## src/gpu_pkg.sv

```systemverilog
`default_nettype none

package gpu_pkg;

  // ##################################################
  // canvas and datapath sizes
  // ##################################################
  localparam int GPU_W          = 64;
  localparam int GPU_H          = 48;
  localparam int GPU_XW         = 6;
  localparam int GPU_YW         = 6;
  localparam int GPU_AW         = GPU_YW + GPU_XW; // row bits above column bits
  localparam int GPU_CW         = 24;
  localparam int GPU_FIFO_DEPTH = 4;
  localparam int GPU_EW         = GPU_XW + 4;     // signed bresenham error term

  // ##################################################
  // apb register map
  // ##################################################
  localparam logic [7:0] REG_P0     = 8'h00;
  localparam logic [7:0] REG_P1     = 8'h04;
  localparam logic [7:0] REG_COLOR  = 8'h08;
  localparam logic [7:0] REG_CMD    = 8'h0C;
  localparam logic [7:0] REG_STATUS = 8'h10;

  typedef enum logic [1:0] {
    OP_NOP   = 2'd0,
    OP_LINE  = 2'd1,
    OP_RECT  = 2'd2,
    OP_FLUSH = 2'd3
  } gpu_op_e;

  typedef struct packed {
    gpu_op_e                 op;
    logic [GPU_XW-1:0]       x0;
    logic [GPU_YW-1:0]       y0;
    logic [GPU_XW-1:0]       x1;
    logic [GPU_YW-1:0]       y1;
    logic [GPU_CW-1:0]       color;
  } gpu_cmd_t;

endpackage

`default_nettype wire

```

## src/gpu_pix_if.sv

```systemverilog
`default_nettype none
`timescale 1ns/1ps

// start and corner points go down to an engine, pixels come back up
interface gpu_pix_if;
  logic                                        start;
  logic [gpu_pkg::GPU_YW+gpu_pkg::GPU_XW-1:0]  p0;    // {y, x}
  logic [gpu_pkg::GPU_YW+gpu_pkg::GPU_XW-1:0]  p1;    // {y, x}
  logic                                        valid;
  logic [gpu_pkg::GPU_XW-1:0]                  x;
  logic [gpu_pkg::GPU_YW-1:0]                  y;
  logic                                        done;  // high with the last pixel

  modport engine (input start, p0, p1, output valid, x, y, done);
  modport ctrl   (output start, p0, p1, input valid, x, y, done);
endinterface

`default_nettype wire

```

## src/gpu.sv

```systemverilog
`default_nettype none
`timescale 1ns/1ps

module gpu (
  input  logic                       clk,
  input  logic                       rst_i,
  input  logic                       psel_i,
  input  logic                       penable_i,
  input  logic                       pwrite_i,
  input  logic [7:0]                 paddr_i,
  input  logic [31:0]                pwdata_i,
  output logic [31:0]                prdata_o,
  output logic                       pready_o,
  output logic                       pslverr_o,
  output logic                       pix_we_o,
  output logic [gpu_pkg::GPU_AW-1:0] pix_addr_o,
  output logic [gpu_pkg::GPU_CW-1:0] pix_rgb_o,
  output logic                       buffer_select_o,
  output logic                       fifo_full_o
);

  gpu_pkg::gpu_cmd_t          cmd_data, cmd_head;
  logic                       cmd_push, cmd_pop, cmd_full, cmd_empty, busy;
  logic                       pix_valid, flip;
  logic [gpu_pkg::GPU_XW-1:0] pix_x;
  logic [gpu_pkg::GPU_YW-1:0] pix_y;
  logic [gpu_pkg::GPU_CW-1:0] pix_rgb;

  gpu_pix_if line_if ();
  gpu_pix_if rect_if ();

  // ##################################################
  // host side
  // ##################################################
  gpu_apb_regs u_regs (
    .clk(clk), .rst_i(rst_i),
    .psel_i(psel_i), .penable_i(penable_i), .pwrite_i(pwrite_i),
    .paddr_i(paddr_i), .pwdata_i(pwdata_i),
    .prdata_o(prdata_o), .pready_o(pready_o), .pslverr_o(pslverr_o),
    .cmd_full_i(cmd_full), .cmd_empty_i(cmd_empty), .busy_i(busy),
    .cmd_push_o(cmd_push), .cmd_data_o(cmd_data)
  );

  gpu_cmd_fifo u_fifo (
    .clk(clk), .rst_i(rst_i),
    .push_i(cmd_push), .data_i(cmd_data), .pop_i(cmd_pop),
    .head_o(cmd_head), .empty_o(cmd_empty), .full_o(cmd_full)
  );

  // ##################################################
  // drawing side
  // ##################################################
  gpu_draw_ctrl u_ctrl (
    .clk(clk), .rst_i(rst_i),
    .head_i(cmd_head), .empty_i(cmd_empty),
    .pop_o(cmd_pop), .busy_o(busy),
    .line(line_if.ctrl), .rect(rect_if.ctrl),
    .pix_valid_o(pix_valid), .pix_x_o(pix_x), .pix_y_o(pix_y),
    .pix_rgb_o(pix_rgb), .flip_o(flip)
  );

  gpu_line_raster u_line (.clk(clk), .rst_i(rst_i), .pix(line_if.engine));
  gpu_rect_fill   u_rect (.clk(clk), .rst_i(rst_i), .pix(rect_if.engine));

  gpu_pixel_out u_pix (
    .clk(clk), .rst_i(rst_i),
    .valid_i(pix_valid), .x_i(pix_x), .y_i(pix_y), .rgb_i(pix_rgb), .flip_i(flip),
    .pix_we_o(pix_we_o), .pix_addr_o(pix_addr_o), .pix_rgb_o(pix_rgb_o),
    .buffer_select_o(buffer_select_o)
  );

  always_ff @(posedge clk) begin
    if (rst_i) fifo_full_o <= 1'b0;
    else       fifo_full_o <= cmd_full;  // registered full flag for the host
  end

endmodule

`default_nettype wire

```

## src/gpu_apb_regs.sv

```systemverilog
`default_nettype none
`timescale 1ns/1ps

module gpu_apb_regs (
  input  logic                        clk,
  input  logic                        rst_i,
  input  logic                        psel_i,
  input  logic                        penable_i,
  input  logic                        pwrite_i,
  input  logic [7:0]                  paddr_i,
  input  logic [31:0]                 pwdata_i,
  output logic [31:0]                 prdata_o,
  output logic                        pready_o,
  output logic                        pslverr_o,
  input  logic                        cmd_full_i,
  input  logic                        cmd_empty_i,
  input  logic                        busy_i,
  output logic                        cmd_push_o,
  output gpu_pkg::gpu_cmd_t           cmd_data_o
);

  logic [gpu_pkg::GPU_XW-1:0] x0_q, x1_q;
  logic [gpu_pkg::GPU_YW-1:0] y0_q, y1_q;
  logic [gpu_pkg::GPU_CW-1:0] color_q;
  logic                       access, wr, mapped, is_cmd;
  gpu_pkg::gpu_op_e           wr_op;

  assign access   = psel_i && penable_i;  // no wait states
  assign wr       = access && pwrite_i;
  assign is_cmd   = (paddr_i == gpu_pkg::REG_CMD);
  assign wr_op    = gpu_pkg::gpu_op_e'(pwdata_i[1:0]);
  assign pready_o = 1'b1;

  // read mux and address decode
  always_comb begin
    mapped   = 1'b1;
    prdata_o = '0;
    case (paddr_i)
      gpu_pkg::REG_P0: begin
        prdata_o[gpu_pkg::GPU_XW-1:0] = x0_q;
        prdata_o[8 +: gpu_pkg::GPU_YW] = y0_q;
      end
      gpu_pkg::REG_P1: begin
        prdata_o[gpu_pkg::GPU_XW-1:0] = x1_q;
        prdata_o[8 +: gpu_pkg::GPU_YW] = y1_q;
      end
      gpu_pkg::REG_COLOR:  prdata_o[gpu_pkg::GPU_CW-1:0] = color_q;
      gpu_pkg::REG_CMD:    prdata_o = '0;  // write only
      gpu_pkg::REG_STATUS: prdata_o[2:0] = {busy_i, cmd_full_i, cmd_empty_i};
      default:             mapped = 1'b0;
    endcase
  end

  // unmapped, cmd read, or cmd write into a full fifo
  assign pslverr_o = access && (!mapped || (is_cmd && (!pwrite_i || cmd_full_i)));

  assign cmd_push_o = wr && is_cmd && !cmd_full_i && (wr_op != gpu_pkg::OP_NOP);

  assign cmd_data_o.op    = wr_op;
  assign cmd_data_o.x0    = x0_q;
  assign cmd_data_o.y0    = y0_q;
  assign cmd_data_o.x1    = x1_q;
  assign cmd_data_o.y1    = y1_q;
  assign cmd_data_o.color = color_q;

  always_ff @(posedge clk) begin
    if (rst_i) begin
      x0_q    <= '0;
      y0_q    <= '0;
      x1_q    <= '0;
      y1_q    <= '0;
      color_q <= '0;
    end else if (wr) begin
      case (paddr_i)
        gpu_pkg::REG_P0: begin
          x0_q <= pwdata_i[gpu_pkg::GPU_XW-1:0];
          y0_q <= pwdata_i[8 +: gpu_pkg::GPU_YW];
        end
        gpu_pkg::REG_P1: begin
          x1_q <= pwdata_i[gpu_pkg::GPU_XW-1:0];
          y1_q <= pwdata_i[8 +: gpu_pkg::GPU_YW];
        end
        gpu_pkg::REG_COLOR: color_q <= pwdata_i[gpu_pkg::GPU_CW-1:0];
        default: ;
      endcase
    end
  end

  // an accepted command is held by the fifo on the next cycle
  a_push_lands: assert property (@(posedge clk) disable iff (rst_i)
    cmd_push_o |=> !cmd_empty_i)
    else $error("pushed command missing from the fifo");

endmodule

`default_nettype wire

```

## src/gpu_cmd_fifo.sv

```systemverilog
`default_nettype none
`timescale 1ns/1ps

module gpu_cmd_fifo (
  input  logic              clk,
  input  logic              rst_i,
  input  logic              push_i,
  input  gpu_pkg::gpu_cmd_t data_i,
  input  logic              pop_i,
  output gpu_pkg::gpu_cmd_t head_o,
  output logic              empty_o,
  output logic              full_o
);

  gpu_pkg::gpu_cmd_t mem [gpu_pkg::GPU_FIFO_DEPTH];

  logic [$clog2(gpu_pkg::GPU_FIFO_DEPTH)-1:0] wr_ptr_q, rd_ptr_q;  // wrap naturally
  logic [$clog2(gpu_pkg::GPU_FIFO_DEPTH):0]   count_q;
  logic                                       do_push, do_pop;

  assign empty_o = (count_q == 0);
  assign full_o  = (count_q == gpu_pkg::GPU_FIFO_DEPTH);
  assign head_o  = mem[rd_ptr_q];  // head visible before the pop edge

  assign do_push = push_i && !full_o;
  assign do_pop  = pop_i && !empty_o;

  always_ff @(posedge clk) begin
    if (do_push) mem[wr_ptr_q] <= data_i;
  end

  always_ff @(posedge clk) begin
    if (rst_i) begin
      wr_ptr_q <= '0;
      rd_ptr_q <= '0;
      count_q  <= '0;
    end else begin
      if (do_push) wr_ptr_q <= wr_ptr_q + 1'b1;
      if (do_pop)  rd_ptr_q <= rd_ptr_q + 1'b1;
      if (do_push && !do_pop)      count_q <= count_q + 1'b1;
      else if (do_pop && !do_push) count_q <= count_q - 1'b1;
    end
  end

  a_no_pop_empty: assert property (@(posedge clk) disable iff (rst_i)
    !(pop_i && empty_o))
    else $error("pop from an empty command fifo");

endmodule

`default_nettype wire

```

## src/gpu_draw_ctrl.sv

```systemverilog
`default_nettype none
`timescale 1ns/1ps

module gpu_draw_ctrl (
  input  logic                       clk,
  input  logic                       rst_i,
  input  gpu_pkg::gpu_cmd_t          head_i,
  input  logic                       empty_i,
  output logic                       pop_o,
  output logic                       busy_o,
  gpu_pix_if.ctrl                    line,
  gpu_pix_if.ctrl                    rect,
  output logic                       pix_valid_o,
  output logic [gpu_pkg::GPU_XW-1:0] pix_x_o,
  output logic [gpu_pkg::GPU_YW-1:0] pix_y_o,
  output logic [gpu_pkg::GPU_CW-1:0] pix_rgb_o,
  output logic                       flip_o
);

  typedef enum logic [2:0] {IDLE, POP, RUN_LINE, RUN_RECT, FLIP} state_e;

  state_e            state_q, state_d;
  gpu_pkg::gpu_cmd_t cmd_q;

  assign pop_o  = (state_q == IDLE) && !empty_i;
  assign busy_o = (state_q != IDLE);
  assign flip_o = (state_q == FLIP);  // toggles the buffer on the next edge

  always_comb begin
    state_d = state_q;
    case (state_q)
      IDLE:     if (!empty_i) state_d = (head_i.op == gpu_pkg::OP_FLUSH) ? FLIP : POP;
      POP: begin
        case (cmd_q.op)
          gpu_pkg::OP_LINE: state_d = RUN_LINE;
          gpu_pkg::OP_RECT: state_d = RUN_RECT;
          default:          state_d = IDLE;
        endcase
      end
      RUN_LINE: if (line.done) state_d = IDLE;
      RUN_RECT: if (rect.done) state_d = IDLE;
      default:  state_d = IDLE;  // FLIP lasts one cycle
    endcase
  end

  always_ff @(posedge clk) begin
    if (rst_i) state_q <= IDLE;
    else       state_q <= state_d;
  end

  always_ff @(posedge clk) begin
    if (pop_o) cmd_q <= head_i;
  end

  // ##################################################
  // engine kick-off and pixel merge
  // ##################################################
  assign line.start = (state_q == POP) && (cmd_q.op == gpu_pkg::OP_LINE);
  assign rect.start = (state_q == POP) && (cmd_q.op == gpu_pkg::OP_RECT);
  assign line.p0    = {cmd_q.y0, cmd_q.x0};
  assign line.p1    = {cmd_q.y1, cmd_q.x1};
  assign rect.p0    = {cmd_q.y0, cmd_q.x0};
  assign rect.p1    = {cmd_q.y1, cmd_q.x1};

  assign pix_valid_o = line.valid || rect.valid;
  assign pix_x_o     = line.valid ? line.x : rect.x;
  assign pix_y_o     = line.valid ? line.y : rect.y;
  assign pix_rgb_o   = cmd_q.color;  // held for the whole command

  a_one_engine: assert property (@(posedge clk) disable iff (rst_i)
    !(line.valid && rect.valid))
    else $error("line and rect engines emitting together");

endmodule

`default_nettype wire

```

## src/gpu_line_raster.sv

```systemverilog
`default_nettype none
`timescale 1ns/1ps

module gpu_line_raster (
  input  logic       clk,
  input  logic       rst_i,
  gpu_pix_if.engine  pix
);

  logic [gpu_pkg::GPU_XW-1:0] x_q, x_end_q, px0, px1;
  logic [gpu_pkg::GPU_YW-1:0] y_q, y_end_q, py0, py1;
  logic signed [gpu_pkg::GPU_EW-1:0] dx_q, dy_q, err_q;  // dy_q holds -|dy|
  logic signed [gpu_pkg::GPU_EW-1:0] ddx, ddy, adx, ady, e2, err_nxt;
  logic x_neg_q, y_neg_q, active_q;
  logic step_x, step_y, last;

  assign px0 = pix.p0[gpu_pkg::GPU_XW-1:0];
  assign py0 = pix.p0[gpu_pkg::GPU_XW +: gpu_pkg::GPU_YW];
  assign px1 = pix.p1[gpu_pkg::GPU_XW-1:0];
  assign py1 = pix.p1[gpu_pkg::GPU_XW +: gpu_pkg::GPU_YW];

  // signed deltas at start
  assign ddx = $signed({{(gpu_pkg::GPU_EW-gpu_pkg::GPU_XW){1'b0}}, px1})
             - $signed({{(gpu_pkg::GPU_EW-gpu_pkg::GPU_XW){1'b0}}, px0});
  assign ddy = $signed({{(gpu_pkg::GPU_EW-gpu_pkg::GPU_YW){1'b0}}, py1})
             - $signed({{(gpu_pkg::GPU_EW-gpu_pkg::GPU_YW){1'b0}}, py0});
  assign adx = (ddx < 0) ? -ddx : ddx;
  assign ady = (ddy < 0) ? -ddy : ddy;

  // both tests use the error before update
  assign e2      = err_q <<< 1;
  assign step_x  = (e2 >= dy_q);
  assign step_y  = (e2 <= dx_q);
  assign err_nxt = err_q + (step_x ? dy_q : '0) + (step_y ? dx_q : '0);
  assign last    = (x_q == x_end_q) && (y_q == y_end_q);

  always_ff @(posedge clk) begin
    if (rst_i)                 active_q <= 1'b0;
    else if (pix.start)        active_q <= 1'b1;
    else if (active_q && last) active_q <= 1'b0;
  end

  always_ff @(posedge clk) begin
    if (pix.start) begin
      x_q     <= px0;
      y_q     <= py0;
      x_end_q <= px1;
      y_end_q <= py1;
      dx_q    <= adx;
      dy_q    <= -ady;
      err_q   <= adx - ady;
      x_neg_q <= (ddx < 0);
      y_neg_q <= (ddy < 0);
    end else if (active_q && !last) begin
      if (step_x) x_q <= x_neg_q ? x_q - 1'b1 : x_q + 1'b1;
      if (step_y) y_q <= y_neg_q ? y_q - 1'b1 : y_q + 1'b1;
      err_q <= err_nxt;
    end
  end

  assign pix.valid = active_q;
  assign pix.x     = x_q;
  assign pix.y     = y_q;
  assign pix.done  = active_q && last;  // pixel equal to p1

endmodule

`default_nettype wire

```

## src/gpu_pixel_out.sv

```systemverilog
`default_nettype none
`timescale 1ns/1ps

module gpu_pixel_out (
  input  logic                       clk,
  input  logic                       rst_i,
  input  logic                       valid_i,
  input  logic [gpu_pkg::GPU_XW-1:0] x_i,
  input  logic [gpu_pkg::GPU_YW-1:0] y_i,
  input  logic [gpu_pkg::GPU_CW-1:0] rgb_i,
  input  logic                       flip_i,
  output logic                       pix_we_o,
  output logic [gpu_pkg::GPU_AW-1:0] pix_addr_o,
  output logic [gpu_pkg::GPU_CW-1:0] pix_rgb_o,
  output logic                       buffer_select_o
);

  always_ff @(posedge clk) begin
    if (rst_i) begin
      pix_we_o        <= 1'b0;
      buffer_select_o <= 1'b0;
    end else begin
      pix_we_o <= valid_i;  // one cycle behind the engine
      if (flip_i) buffer_select_o <= ~buffer_select_o;
    end
  end

  always_ff @(posedge clk) begin
    pix_addr_o <= {y_i, x_i};  // row then column
    pix_rgb_o  <= rgb_i;
  end

  a_on_canvas: assert property (@(posedge clk) disable iff (rst_i)
    valid_i |-> (x_i < gpu_pkg::GPU_W) && (y_i < gpu_pkg::GPU_H))
    else $error("pixel outside the canvas");

endmodule

`default_nettype wire

```

## src/gpu_rect_fill.sv

```systemverilog
`default_nettype none
`timescale 1ns/1ps

module gpu_rect_fill (
  input  logic       clk,
  input  logic       rst_i,
  gpu_pix_if.engine  pix
);

  logic [gpu_pkg::GPU_XW-1:0] x_q, x_min_q, x_max_q, px0, px1;
  logic [gpu_pkg::GPU_YW-1:0] y_q, y_min_q, y_max_q, py0, py1;
  logic                       active_q, last_col, last;

  assign px0 = pix.p0[gpu_pkg::GPU_XW-1:0];
  assign py0 = pix.p0[gpu_pkg::GPU_XW +: gpu_pkg::GPU_YW];
  assign px1 = pix.p1[gpu_pkg::GPU_XW-1:0];
  assign py1 = pix.p1[gpu_pkg::GPU_XW +: gpu_pkg::GPU_YW];

  assign last_col = (x_q == x_max_q);
  assign last     = last_col && (y_q == y_max_q);

  always_ff @(posedge clk) begin
    if (rst_i)                 active_q <= 1'b0;
    else if (pix.start)        active_q <= 1'b1;
    else if (active_q && last) active_q <= 1'b0;
  end

  // row-major walk from the min corner
  always_ff @(posedge clk) begin
    if (pix.start) begin
      x_min_q <= (px0 < px1) ? px0 : px1;
      x_max_q <= (px0 < px1) ? px1 : px0;
      y_min_q <= (py0 < py1) ? py0 : py1;
      y_max_q <= (py0 < py1) ? py1 : py0;
      x_q     <= (px0 < px1) ? px0 : px1;
      y_q     <= (py0 < py1) ? py0 : py1;
    end else if (active_q && !last) begin
      if (last_col) begin
        x_q <= x_min_q;  // next row
        y_q <= y_q + 1'b1;
      end else begin
        x_q <= x_q + 1'b1;
      end
    end
  end

  assign pix.valid = active_q;
  assign pix.x     = x_q;
  assign pix.y     = y_q;
  assign pix.done  = active_q && last;

endmodule

`default_nettype wire

```

## config.mk

```make
export PLATFORM = sky130hd
export DESIGN_NAME = gpu
export DESIGN_NICKNAME = d
export VERILOG_FILES = /design/src/gpu_pkg.sv /design/src/gpu_pix_if.sv /design/src/gpu.sv /design/src/gpu_apb_regs.sv /design/src/gpu_cmd_fifo.sv /design/src/gpu_draw_ctrl.sv /design/src/gpu_line_raster.sv /design/src/gpu_pixel_out.sv /design/src/gpu_rect_fill.sv
export SDC_FILE = /design/constraint.sdc
export NUM_CORES = 1
export LEC_CHECK = 0
export BUFFER_PORTS_ARGS = -buffer_cell sky130_fd_sc_hd__buf_2
export CAP_MARGIN = 40
export CELL_PAD_IN_SITES_DETAIL_PLACEMENT = 1
export CELL_PAD_IN_SITES_GLOBAL_PLACEMENT = 1
export CORE_MARGIN = 1.5
export CORE_UTILIZATION = 45
export CTS_BUF_LIST = sky130_fd_sc_hd__clkbuf_2
export CTS_CLUSTER_SIZE = 12
export DETAILED_ROUTE_END_ITERATION = 12
export GPL_ROUTABILITY_DRIVEN = 1
export MAX_ROUTING_LAYER = met4
export PLACE_DENSITY_LB_ADDON = 0.05
export SKIP_CTS_REPAIR_TIMING = 1
export SYNTH_ARGS = -nofsm -noshare
export SYNTH_HDL_FRONTEND = slang
export SYNTH_SLANG_ARGS = --single-unit
```

## constraint.sdc

```tcl
create_clock -name clk -period 10.8 [get_ports clk]
set_clock_uncertainty 0.05 [all_clocks]
set_input_delay 1.62 -clock clk [delete_from_list [all_inputs] [get_ports clk]]
set_output_delay 1.62 -clock clk [all_outputs]
set_load 0.02 [all_outputs]
```

# Yosys cells after proc, flatten, opt, wreduce, memory -nomap -nowiden
# Memories as Yosys holds them, arrays and structs flattened. A register that Yosys moved wholly into a read port is not among the register bits.
# Index checks and enable logic that the tools add are counted.
# word_totals
register_bits	235
ramBits	200
out_inout_bits	73
mem_count	1
# op_classes
addsub	18
order_cmp	6
n_eq_ne	19
muxes	48
bitwise_logic	1
reduce_logical	52
# memory_table
name	words	width	read_ports	rd_ports_with_merged_regs	wr	line	source
u_fifo.mem	4	50	1	1	1	gpu_cmd_fifo.sv:15	gpu_pkg::gpu_cmd_t mem [gpu_pkg::GPU_FIFO_DEPTH];
# ops
operator	n
6-bit two-way mux	20
10-bit two-way mux	7
6-bit by 1-bit adder with 6-bit output (second input constant)	4
6-bit == test	4
3-bit case mux with 4 select lines	2
10-bit adder	2
1-bit logical AND	20
7-bit negation with 10-bit output	2
3-bit two-way mux	6
6-bit case mux with 3 select lines	1
2-bit nonzero test	9
8-bit by 4-bit == test with 1-bit output (second input constant)	2
7-bit by 1-bit less-than comparator with 1-bit output (second input constant)	2
6-bit by 6-bit subtractor with 7-bit output	2
6-bit less-than comparator	2
2-bit AND reduction	6
6-bit by 1-bit subtractor with 6-bit output (second input constant)	2
10-bit greater-or-equal comparator	1
10-bit <= comparator	1
10-bit negation	1
10-bit subtractor	1
3-bit case mux with 3 select lines	1
8-bit by 3-bit == test with 1-bit output (second input constant)	1
8-bit by 5-bit == test with 1-bit output (second input constant)	1
20 further kinds	44

# Longest topological paths before layout
# Gate-level depths: netlist of the first run.
# depth
depth_word	10
mapped_depth	20
depth_no_buf	20

# Hierarchy
# Synthesis of the first run repeated with hierarchy kept, for this count alone.
# hier_totals
cells_unflattened	1436
area_unflattened_um2	20059.2
# by_module_without_submodules
mod	n_inst	cells_per_inst	area_each_um2
gpu_cmd_fifo	1	310	7739.9
gpu_line_raster	1	472	4621.9
gpu_apb_regs	1	277	2553.7
gpu_draw_ctrl	1	161	2397.3
gpu_rect_fill	1	173	1933.1
gpu_pixel_out	1	41	779.5
gpu	1	2	33.8

# Least setup slack after synthesis of the first run
# No wires, ideal clock.
# synth_timing
path_type	input to output
from	in paddr_i[3]
to	out pslverr_o
t_arrival_ns	3.022
path_slack_ns	6.108
cell_stages	5
cell_sequence	clkbuf_1 > buf_1 > a21boi_0 > o21ai_0 > a21oi_1
# synth_between
elab_chain_len	6
elab_cells_between_ends	11
cone_classes	eq/ne: 4; mux: 1; reduce/logical: 6
# synth_rtl
item	line	source
from (decl)	gpu.sv:10	input logic [7:0] paddr_i,
8-bit by 5-bit == test with 1-bit output (tied with other cells)	gpu_apb_regs.sv:38	case (paddr_i)
5-bit OR reduction (no line)	--	
1-bit two-way mux	gpu_apb_regs.sv:38	
1-bit logical NOT	gpu_apb_regs.sv:55	assign pslverr_o = access && (!mapped || (is_cmd && (!pwrite_i || cmd_full_i)));
1-bit logical OR *	gpu_apb_regs.sv:55	
1-bit logical AND *	gpu_apb_regs.sv:55	
to (decl)	gpu.sv:14	output logic pslverr_o,
# Every way passes the cells marked *; elsewhere a longest branch is shown, timed or not.

# Final worst setup path of the first run
# layout_timing
from	in paddr_i[1]
to	out prdata_o[22]
# layout_between
elab_chain_len	2
# layout_rtl
item	line	source
8-bit by 4-bit == test with 1-bit output	gpu_apb_regs.sv:38	
10-bit two-way mux	gpu_apb_regs.sv:38	
to (decl)	gpu.sv:12	output logic [31:0] prdata_o,
# Every way passes these cells.

==> impl_metrics.ini, run 1 <==
[outcome]
status = completed

[die]
start_util_pct = 45.8
die-area_um2 = 43100
rows = 74
core_area_um2 = 41100
die_w_um = 208
ios = 118
die_h_um = 208

[cells_and_area]
multiInputGateArea_um2 = 6180
final_cell_mix = edfxtp_1 (335), clkbuf_2 (179), nand2_1 (137)
final_layout_size_suffix_gt1_share_pct = 24.0
layout_commonest_cell = edfxtp_1
fin_nets = 1689
seq_area_um2 = 12100
nFillCells = 4284
synthToLayoutAreaGrowth_pct = 11.6

[yosys]
synth_xor_area_share_pct = 3.60
syn_avg_cell_area_um2 = 13.6
synth_top_area_share_pct = 53.4
synthTopCellsByArea = edfxtp_1 (53%), dfxtp_1 (11%), mux4_2 (6.0%), ha_1 (4.3%), a21oi_1 (2.9%)
netlist_area_um2 = 18800
synthDistinctLibCells = 63
ys_ff_latch = 436
ys_seq_area_share_pct = 64.1
yosysWarnings = 0
synthFlopType = edfxtp_1
yosysTopAreaCell = edfxtp_1
synthAdderAreaFrac_pct = 5.84
synth_simple_gate_area_share_pct = 8.30
synthArstFlopShare_pct = 0
synth_compound_area_share_pct = 6.20
synth_edf_count = 335
synth_top_family_by_area = multiplexers
synth_mux_area_share_pct = 8.55
syn_inst = 1382

[critical_path]
start_kind = primary input
crit_fanout = 14
required_ns = 9.13
critical_path_arrival_ns = 3.52
worstSetupPathType = primary input to output pin
cp-end-kind = output pin

[sta]
maxSlewViolCount = 0
fin_crit_ns = 5.19
max_freq_mhz = 193
rsz0062_at_grt = no
setup_ws_ns = 5.61
setup_viol = 0
tightest_slew_ns = 0.908
maxSlewHeadroom_pct = 39.5
hold-worst-slack_ns = 0.253
finalSetupTns_ns = 0
fin_crit_sh_pct = 48.1
finalHoldViolCount = 0

[clock_network]
root_buffer = clkbuf_2
clk_pin_slew_ns = 0.11
clock_sinks = 436
clock_latency_ns = 1.04
cts_tree = done
clk_path_buf_depth = 3
h-tree-depth = 3
cts_buffers = 110

[route]
ant_nets = 0
via_count = 11400
wl_per_cell_um = 20.0
dr.first_iter.drc_count = 491
wirelength_um = 44000
via_per_inst = 5.18
dr.pass1.iters = 5
drcViolationCount = 0

[power_and_ir_drop]
power_density_nw_per_um2 = 297
total_power_uw = 6250
vdd_drop_max_uv = 201
p_leak_uw = 0.00848

[global_routing]
grt_overflow_total = 0
grt_pass1_wl_um = 69400
antenna_found_initial = 3
grt_max_degree = 65
grtUsageTotal_pct = 21.7
grt_pass1_vias = 12300

[hold_path]
worstHoldPathType = register to register

[place]
dp_slack_ns = 5.59
dpl.hpwl_um = 29200
gp_congestion = 0.799
io_buffer_count = 100

[flow_run]
maxCapViolations = 0
[through the flow]
| stage | cells | utilization, % | cell area, um2 |
|---|---|---|---|
| after floorplan | 1394 | - | 18900 |
| after global placement | 1979 | 48.3 | 19900 |
| after detailed placement | 1985 | 48.5 | 19900 |
| after CTS | 2193 | 51.1 | 21000 |
| after global routing | 2196 | 51.2 | 21000 |
| final | 2196 | 51.2 | 21000 |
[worst max-delay path: stages]
cell and delay (ns):
buf_2 0.09, nor4_1 0.26, nand2b_1 0.16, or2_4 0.35, nor3b_4 0.62, and2_1 0.23, buf_2 0.16
[cell type report]
class / instances / area share [%]
clock buffer: 179 / 4.26
inverter: 89 / 1.59
antenna: 3 / 0.0357
timing repair buffer: 118 / 3.14
multi-input combinational: 810 / 29.4
sequential: 436 / 57.5
tap: 532 / 3.17
clock inverter: 29 / 0.928
[final timing paths]
| kind | start | end | slack, ns | depth (start not counted) |
|---|---|---|---|---|
| max reg2reg | u_line.err_q[8] | u_line.err_q[8] | 6.07 | 15 |
| min | u_ctrl.pix_rgb_o[2] | u_pix.pix_rgb_o[2] | 0.25 | 0 |
| min reg2reg | u_ctrl.pix_rgb_o[2] | u_pix.pix_rgb_o[2] | 0.25 | 0 |
| max | paddr_i[1] | prdata_o[22] | 5.61 | 7 |
[report_power, final]
group	switching [uW]	leakage, uW	internal, uW
Sequential	164	0.00435	2170
Clock	676	0.000837	508
Combinational	1630	0.00329	1110
Total	2470	0.00848	3780
[layer usage]
metal,GRT usage [%],wire [um]
met5,-,0
met3,4.05,1590
met4,6.85,830
met2,35.1,21500
met1,27.8,20100
[cell families (layout without fill, tap and decap cells)]
| group | count (synthesis) | count (layout) |
|---|---|---|
| flip-flops | 436 | 436 |
| AND/OR/NAND/NOR | 345 | 345 |
| AO/OA/AOI/OAI | 202 | 202 |
| buffers and inverters | 148 | 415 |
| multiplexers | 95 | 95 |
| adder cells (fa/ha/maj) | 79 | 79 |
| XOR/XNOR | 75 | 75 |
| other | 2 | 17 |
[Yosys cell counts (all sizes together), types with 3 or more instances]
cell type	n
edfxtp	335
o31ai	3
a21o	15
and2	21
a21boi	5
xnor2	35
o22ai	3
a211oi	7
or2	4
ha	64
clkbuf	29
nor3	12
fa	15
nand4	7
xor2	39
or3	3
and3	5
mux4	50
inv	89
buf	30
o21bai	4
o21a	3
nor3b	3
nor2	97
nand3	27
nand2	137
o21ai	35
mux2i	17
dfxtp	101
a21oi	113
o22a	3
mux2	28
nand2b	10
nor4	6
nor2b	8
[flip-flops by register name, summed over array words and instances (netlist names), 9 cells and up, named ones only]
register          count
u_pix.pix_rgb_o      24
u_pix.pix_addr_o     12
u_fifo.mem          200
u_line.dy_q          10
u_regs.color_q       24
u_ctrl.pix_rgb_o     24
u_line.dx_q          10
u_line.err_q          9
u_ctrl.line.p0       12
u_ctrl.line.p1       12
Note: power is estimated with default switching activity, not from simulation.
==> run 2, diff against run 1 <==
==> constraint.sdc (replaced) <==
create_clock -name clk -period 4.98 [get_ports clk]
set_clock_uncertainty 0.05 [all_clocks]
set_input_delay 0.747 -clock clk [delete_from_list [all_inputs] [get_ports clk]]
set_output_delay 0.747 -clock clk [all_outputs]
set_load 0.02 [all_outputs]
==> impl_metrics.ini, run 2 (synthesis gave the netlist of run 1 again) <==
[cells_and_area]
synthToLayoutAreaGrowth_pct = 13.4
largest_reg_flops = 200
fin_cells = 2232
nFillCells = 4302
final_layout_size_suffix_gt1_share_pct = 23.9
layout_commonest_cell = edfxtp_1
fin_nets = 1725
final_cell_mix = edfxtp_1 (335), clkbuf_2 (176), nand2_1 (137)
top_register = u_fifo.mem

[clock_network]
cts_tree = done
clk_path_buf_depth = 3
cts_buffers = 111
h-tree-depth = 3
root_buffer = clkbuf_2
clock_latency_ns = 1.05
clock_sinks = 436
clk_pin_slew_ns = 0.11

[die]
die_w_um = 208
core_area_um2 = 41100
ios = 118
die_h_um = 208
start_util_pct = 45.8
rows = 74
die-area_um2 = 43100

[critical_path]
crit_chain = ha_1 -> or4_1 -> a211oi_1 -> o31a_1 -> nand2_1 -> fa_1 -> inv_1 -> ha_1 -> a21o_1 -> a21oi_1 -> nand2b_1 -> a21oi_1 -> o41ai_1 -> xnor3_1 -> o21ai_0
crit_fanout = 4
required_ns = 5.82
cp-end-kind = register
rrSetupSlack_ns = 0.32
start_kind = register
worstSetupPathType = register to register
critical_path_arrival_ns = 5.50
cpMaxStageDelayCell = fa_1
cpPeakStageDelay_ns = 0.58

[power_and_ir_drop]
swShare_pct = 39.5
power_frac_seq_pct = 38.0
p_leak_uw = 0.00863
p_comb_share_pct = 43.6
p_clk_share_pct = 18.4
power_density_nw_per_um2 = 629
internal_power_uw = 8140
p_switching_uw = 5310
vdd_drop_max_uv = 318

[place]
dpl.cell_count = 1991
gp_congestion = 0.806
dpl.hpwl_um = 29700
io_buffer_count = 100

[global_routing]
grtUsageTotal_pct = 21.4
grt_max_degree = 51
grt_pass1_vias = 12200
grt_overflow_total = 0
grt_pass1_wl_um = 69000
antenna_found_initial = 3

[outcome]
status = completed

[sta]
max_freq_mhz = 215
fin_crit_ns = 4.66
fin_crit_sh_pct = 93.5
finalSetupTns_ns = 0
tightest_slew_ns = 0.900
finalHoldViolCount = 0
rsz0062_at_grt = no
setup_viol = 0
maxSlewHeadroom_pct = 40.0
maxSlewViolCount = 0

[route]
wl_met3_um = 1860
top_layer_used = met4
dr.pass1.iters = 4
wl_met2_um = 21200
dr.first_iter.drc_count = 526
ant_nets = 0
wirelength_um = 44000
wl_per_cell_um = 19.7
via_per_inst = 5.19
drcViolationCount = 0
via_count = 11600
wl_met1_um = 20200

[flow_run]
maxCapViolations = 0

[hold_path]
worstHoldPathType = register to register
[run 2: changes by cell type in the layout (fill, tap and decap cells not counted), sizes merged]
cell / before / now
clkbuf: 179 / 176
buf: 118 / 125
inv: 91 / 93
clkinv: 24 / 28
diode: 3 / 2
bufinv: 3 / 1
clkinvlp: 0 / 1
dlygate4sd3: 0 / 28
[run 2: per-stage QoR]
stage / util (%) / power, uW / setup WS [ns] / hold slack [ns] / instance area, um2
floorplan: - / 9470 / 0.826 / 0.273 / 18900
global placement: 48.4 / 10900 / 0.376 / 0.273 / 19900
detailed placement: 48.7 / 11100 / 0.277 / 0.279 / 20000
CTS: 51.3 / 13700 / 0.202 / -0.273 / 21100
global route: 52.0 / 14500 / 0.0634 / 0.282 / 21400
finish: 52.0 / 13400 / 0.323 / 0.284 / 21400
[run 2: worst paths after layout]
check / startpoint / to / depth (start not counted)
setup / recovery: u_line.err_q[6] / u_line.err_q[8] / 15
hold / removal: u_ctrl.pix_rgb_o[17] / u_pix.pix_rgb_o[17] / 0
setup reg to reg: u_line.err_q[6] / u_line.err_q[8] / 15
hold reg to reg: u_ctrl.pix_rgb_o[17] / u_pix.pix_rgb_o[17] / 0
[run 2: worst max-delay path: cells and delay by family (launching register included)]
kind / cells / cell delay [ns]
xor+xnor: 1 / 0.47
fa+ha+maj: 3 / 1.11
simple gates: 3 / 0.78
flops: 1 / 0.47
compound gates: 7 / 1.57
buf+inv: 1 / 0.07
[run 2: layout make-up]
| class | count | area (um2) | share of cell area, % |
|---|---|---|---|
| antenna | 2 | 5.00 | 0.0234 |
| clock buffer | 176 | 881 | 4.12 |
| clock inverter | 34 | 175 | 0.820 |
| inverter | 89 | 334 | 1.56 |
| multi-input combinational | 810 | 6180 | 28.9 |
| sequential | 436 | 12100 | 56.6 |
| tap | 532 | 666 | 3.12 |
| timing repair buffer | 153 | 1040 | 4.85 |
[run 2: power groups by stage]
stage,clock (uW),combinational (uW),sequential (uW)
6_report,2470,5860,5110
5_1_grt,2740,6590,5190
4_1_cts,2580,5940,5140
3_5_place_dp,0,5910,5210
3_3_place_gp,0,5690,5220
2_1_floorplan,0,4350,5110
[run 2: layer usage]
metal / vias up / GRT usage, %
met1: 5784 / 28.2
met5: - / -
met4: 0 / 6.03
li1: 5491 / -
met3: 60 / 4.40
met2: 240 / 33.8
==> run 3, diff against run 2 <==
--- a/config.mk
+++ b/config.mk
@@ -5,7 +5,7 @@
 export SDC_FILE = /design/constraint.sdc
 export NUM_CORES = 1
 export LEC_CHECK = 0
-export BUFFER_PORTS_ARGS = -buffer_cell sky130_fd_sc_hd__buf_2
+export BUFFER_PORTS_ARGS = -buffer_cell sky130_fd_sc_hd__buf_4
 export CAP_MARGIN = 40
 export CELL_PAD_IN_SITES_DETAIL_PLACEMENT = 1
 export CELL_PAD_IN_SITES_GLOBAL_PLACEMENT = 1
==> constraint.sdc (replaced) <==
create_clock -name clk -period 4.98 [get_ports clk]
set_clock_uncertainty 0.05 [all_clocks]
set_input_delay 0 -clock clk [delete_from_list [all_inputs] [get_ports clk]]
set_output_delay 0 -clock clk [all_outputs]
set_load 0.02 [all_outputs]
==> impl_metrics.ini, run 3 (synthesis gave the netlist of run 1 again) <==
[route]
via_per_inst = 5.18
via_count = 11900
drcViolationCount = 0
wl_per_cell_um = 19.7
ant_nets = 0
wirelength_um = 45200
dr.pass1.iters = 5
dr.first_iter.drc_count = 501

[clock_network]
root_buffer = clkbuf_2
clock_sinks = 436
cts_buffers = 111
clk_path_buf_depth = 3
h-tree-depth = 3
clk_pin_slew_ns = 0.10
clock_latency_ns = 1.07
cts_tree = done

[cells_and_area]
fin_cells = 2293
final_cell_mix = edfxtp_1 (335), clkbuf_2 (166), nand2_1 (137)
final_layout_size_suffix_gt1_share_pct = 22.6
nFillCells = 4260
fin_nets = 1784
layout_commonest_cell = edfxtp_1
largest_reg_flops = 200
top_register = u_fifo.mem
synthToLayoutAreaGrowth_pct = 18.2
utilization_pct = 54.2

[power_and_ir_drop]
power_density_nw_per_um2 = 609
p_leak_uw = 0.00893
vdd_drop_max_uv = 389

[sta]
tightest_slew_ns = 0.926
fin_crit_ns = 4.65
finalSetupTns_ns = 0
fin_crit_sh_pct = 93.4
maxSlewViolCount = 0
maxSlewHeadroom_pct = 38.1
setup_viol = 0
setup_ws_ns = 0.330
rsz0062_at_grt = no
max_freq_mhz = 215
finalHoldViolCount = 0

[critical_path]
worstSetupPathType = register to register
critical_path_arrival_ns = 5.49
required_ns = 5.82
crit_fanout = 5
crit_family = compound AO/OA/AOI/OAI gates
crit_chain = ha_1 -> or4_1 -> a211oi_1 -> o31a_1 -> nand2_1 -> fa_1 -> inv_1 -> ha_1 -> a21o_1 -> a21oi_1 -> nand2b_1 -> a21oi_1 -> o41ai_1 -> xnor3_1 -> o21ai_0
cpMaxStageDelayCell = fa_1
cpPeakStageDelay_ns = 0.57
start_kind = register
cp-end-kind = register
path_buf_inv = 1

[place]
dpl.hpwl_um = 29800
dp_slack_ns = 0.358
io_buffer_count = 100
dpl.cell_count = 1991
gp_congestion = 0.806

[die]
core_area_um2 = 41100
start_util_pct = 45.8
die_w_um = 208
ios = 118
die-area_um2 = 43100
rows = 74
die_h_um = 208

[global_routing]
grt_max_degree = 51
grt_pass1_vias = 12400
grt_overflow_total = 0
antenna_found_initial = 2
grt_pass1_wl_um = 68800
grtUsageTotal_pct = 21.5

[flow_run]
maxCapViolations = 0

[outcome]
status = completed

[hold_path]
worstHoldPathType = primary input to register
==> run 3: metrics by stage <==
step | hold slack (ns) | total power, uW | instance area, um2
floorplan | 0.0489 | 9470 | 18900
detailed placement | 0.209 | 11200 | 20300
global route | 0.00322 | 14600 | 22300
finish | 0.0884 | 13500 | 22300
CTS | -1.00 | 13700 | 21400
global placement | 0.200 | 11000 | 20100
==> run 3: routing by layer <==
metal  up-vias  GRT usage, %  share of wire, %
li1       5612             -                 -
met1      5941          27.6                45
met2       229          34.3                49
met3        91          4.11               3.4
met4         0          7.38               2.4
met5         -             -                 0
==> run 3: where the power goes <==
group	total (uW)	internal, uW	switching [uW]
combinational	6000	2510	3500
clock	2490	1010	1480
sequential	5060	4710	353
==> run 3: path summary, 6_finish.rpt <==
check | from | endpoint | slack, ns | cells after the start
max | u_line.err_q[6] | u_line.err_q[8] | 0.33 | 15
min | paddr_i[3] | u_regs.x0_q[3] | 0.09 | 5
max reg2reg | u_line.err_q[6] | u_line.err_q[8] | 0.33 | 15
min reg2reg | u_ctrl.pix_rgb_o[16] | u_pix.pix_rgb_o[16] | 0.30 | 0
==> run 3: worst reg2reg max path, stage by stage, from the launching register on <==
cell      delay [ns]
edfxtp_1        0.45
ha_1            0.24
or4_1           0.54
a211oi_1        0.32
o31a_1          0.30
nand2_1         0.11
fa_1            0.57
inv_1           0.06
ha_1            0.28
a21o_1          0.18
a21oi_1         0.22
nand2b_1        0.15
a21oi_1         0.10
o41ai_1         0.33
xnor3_1         0.46
o21ai_0         0.15
==> run 3: final cells by class <==
cell class	instances	area (um2)	area share, %
antenna	5	12.5	0.0562
clock inverter	43	233	1.05
inverter	89	334	1.50
sequential	436	12100	54.3
tap	532	666	2.99
multi-input combinational	810	6180	27.8
clock buffer	166	831	3.73
timing repair buffer	212	1920	8.62
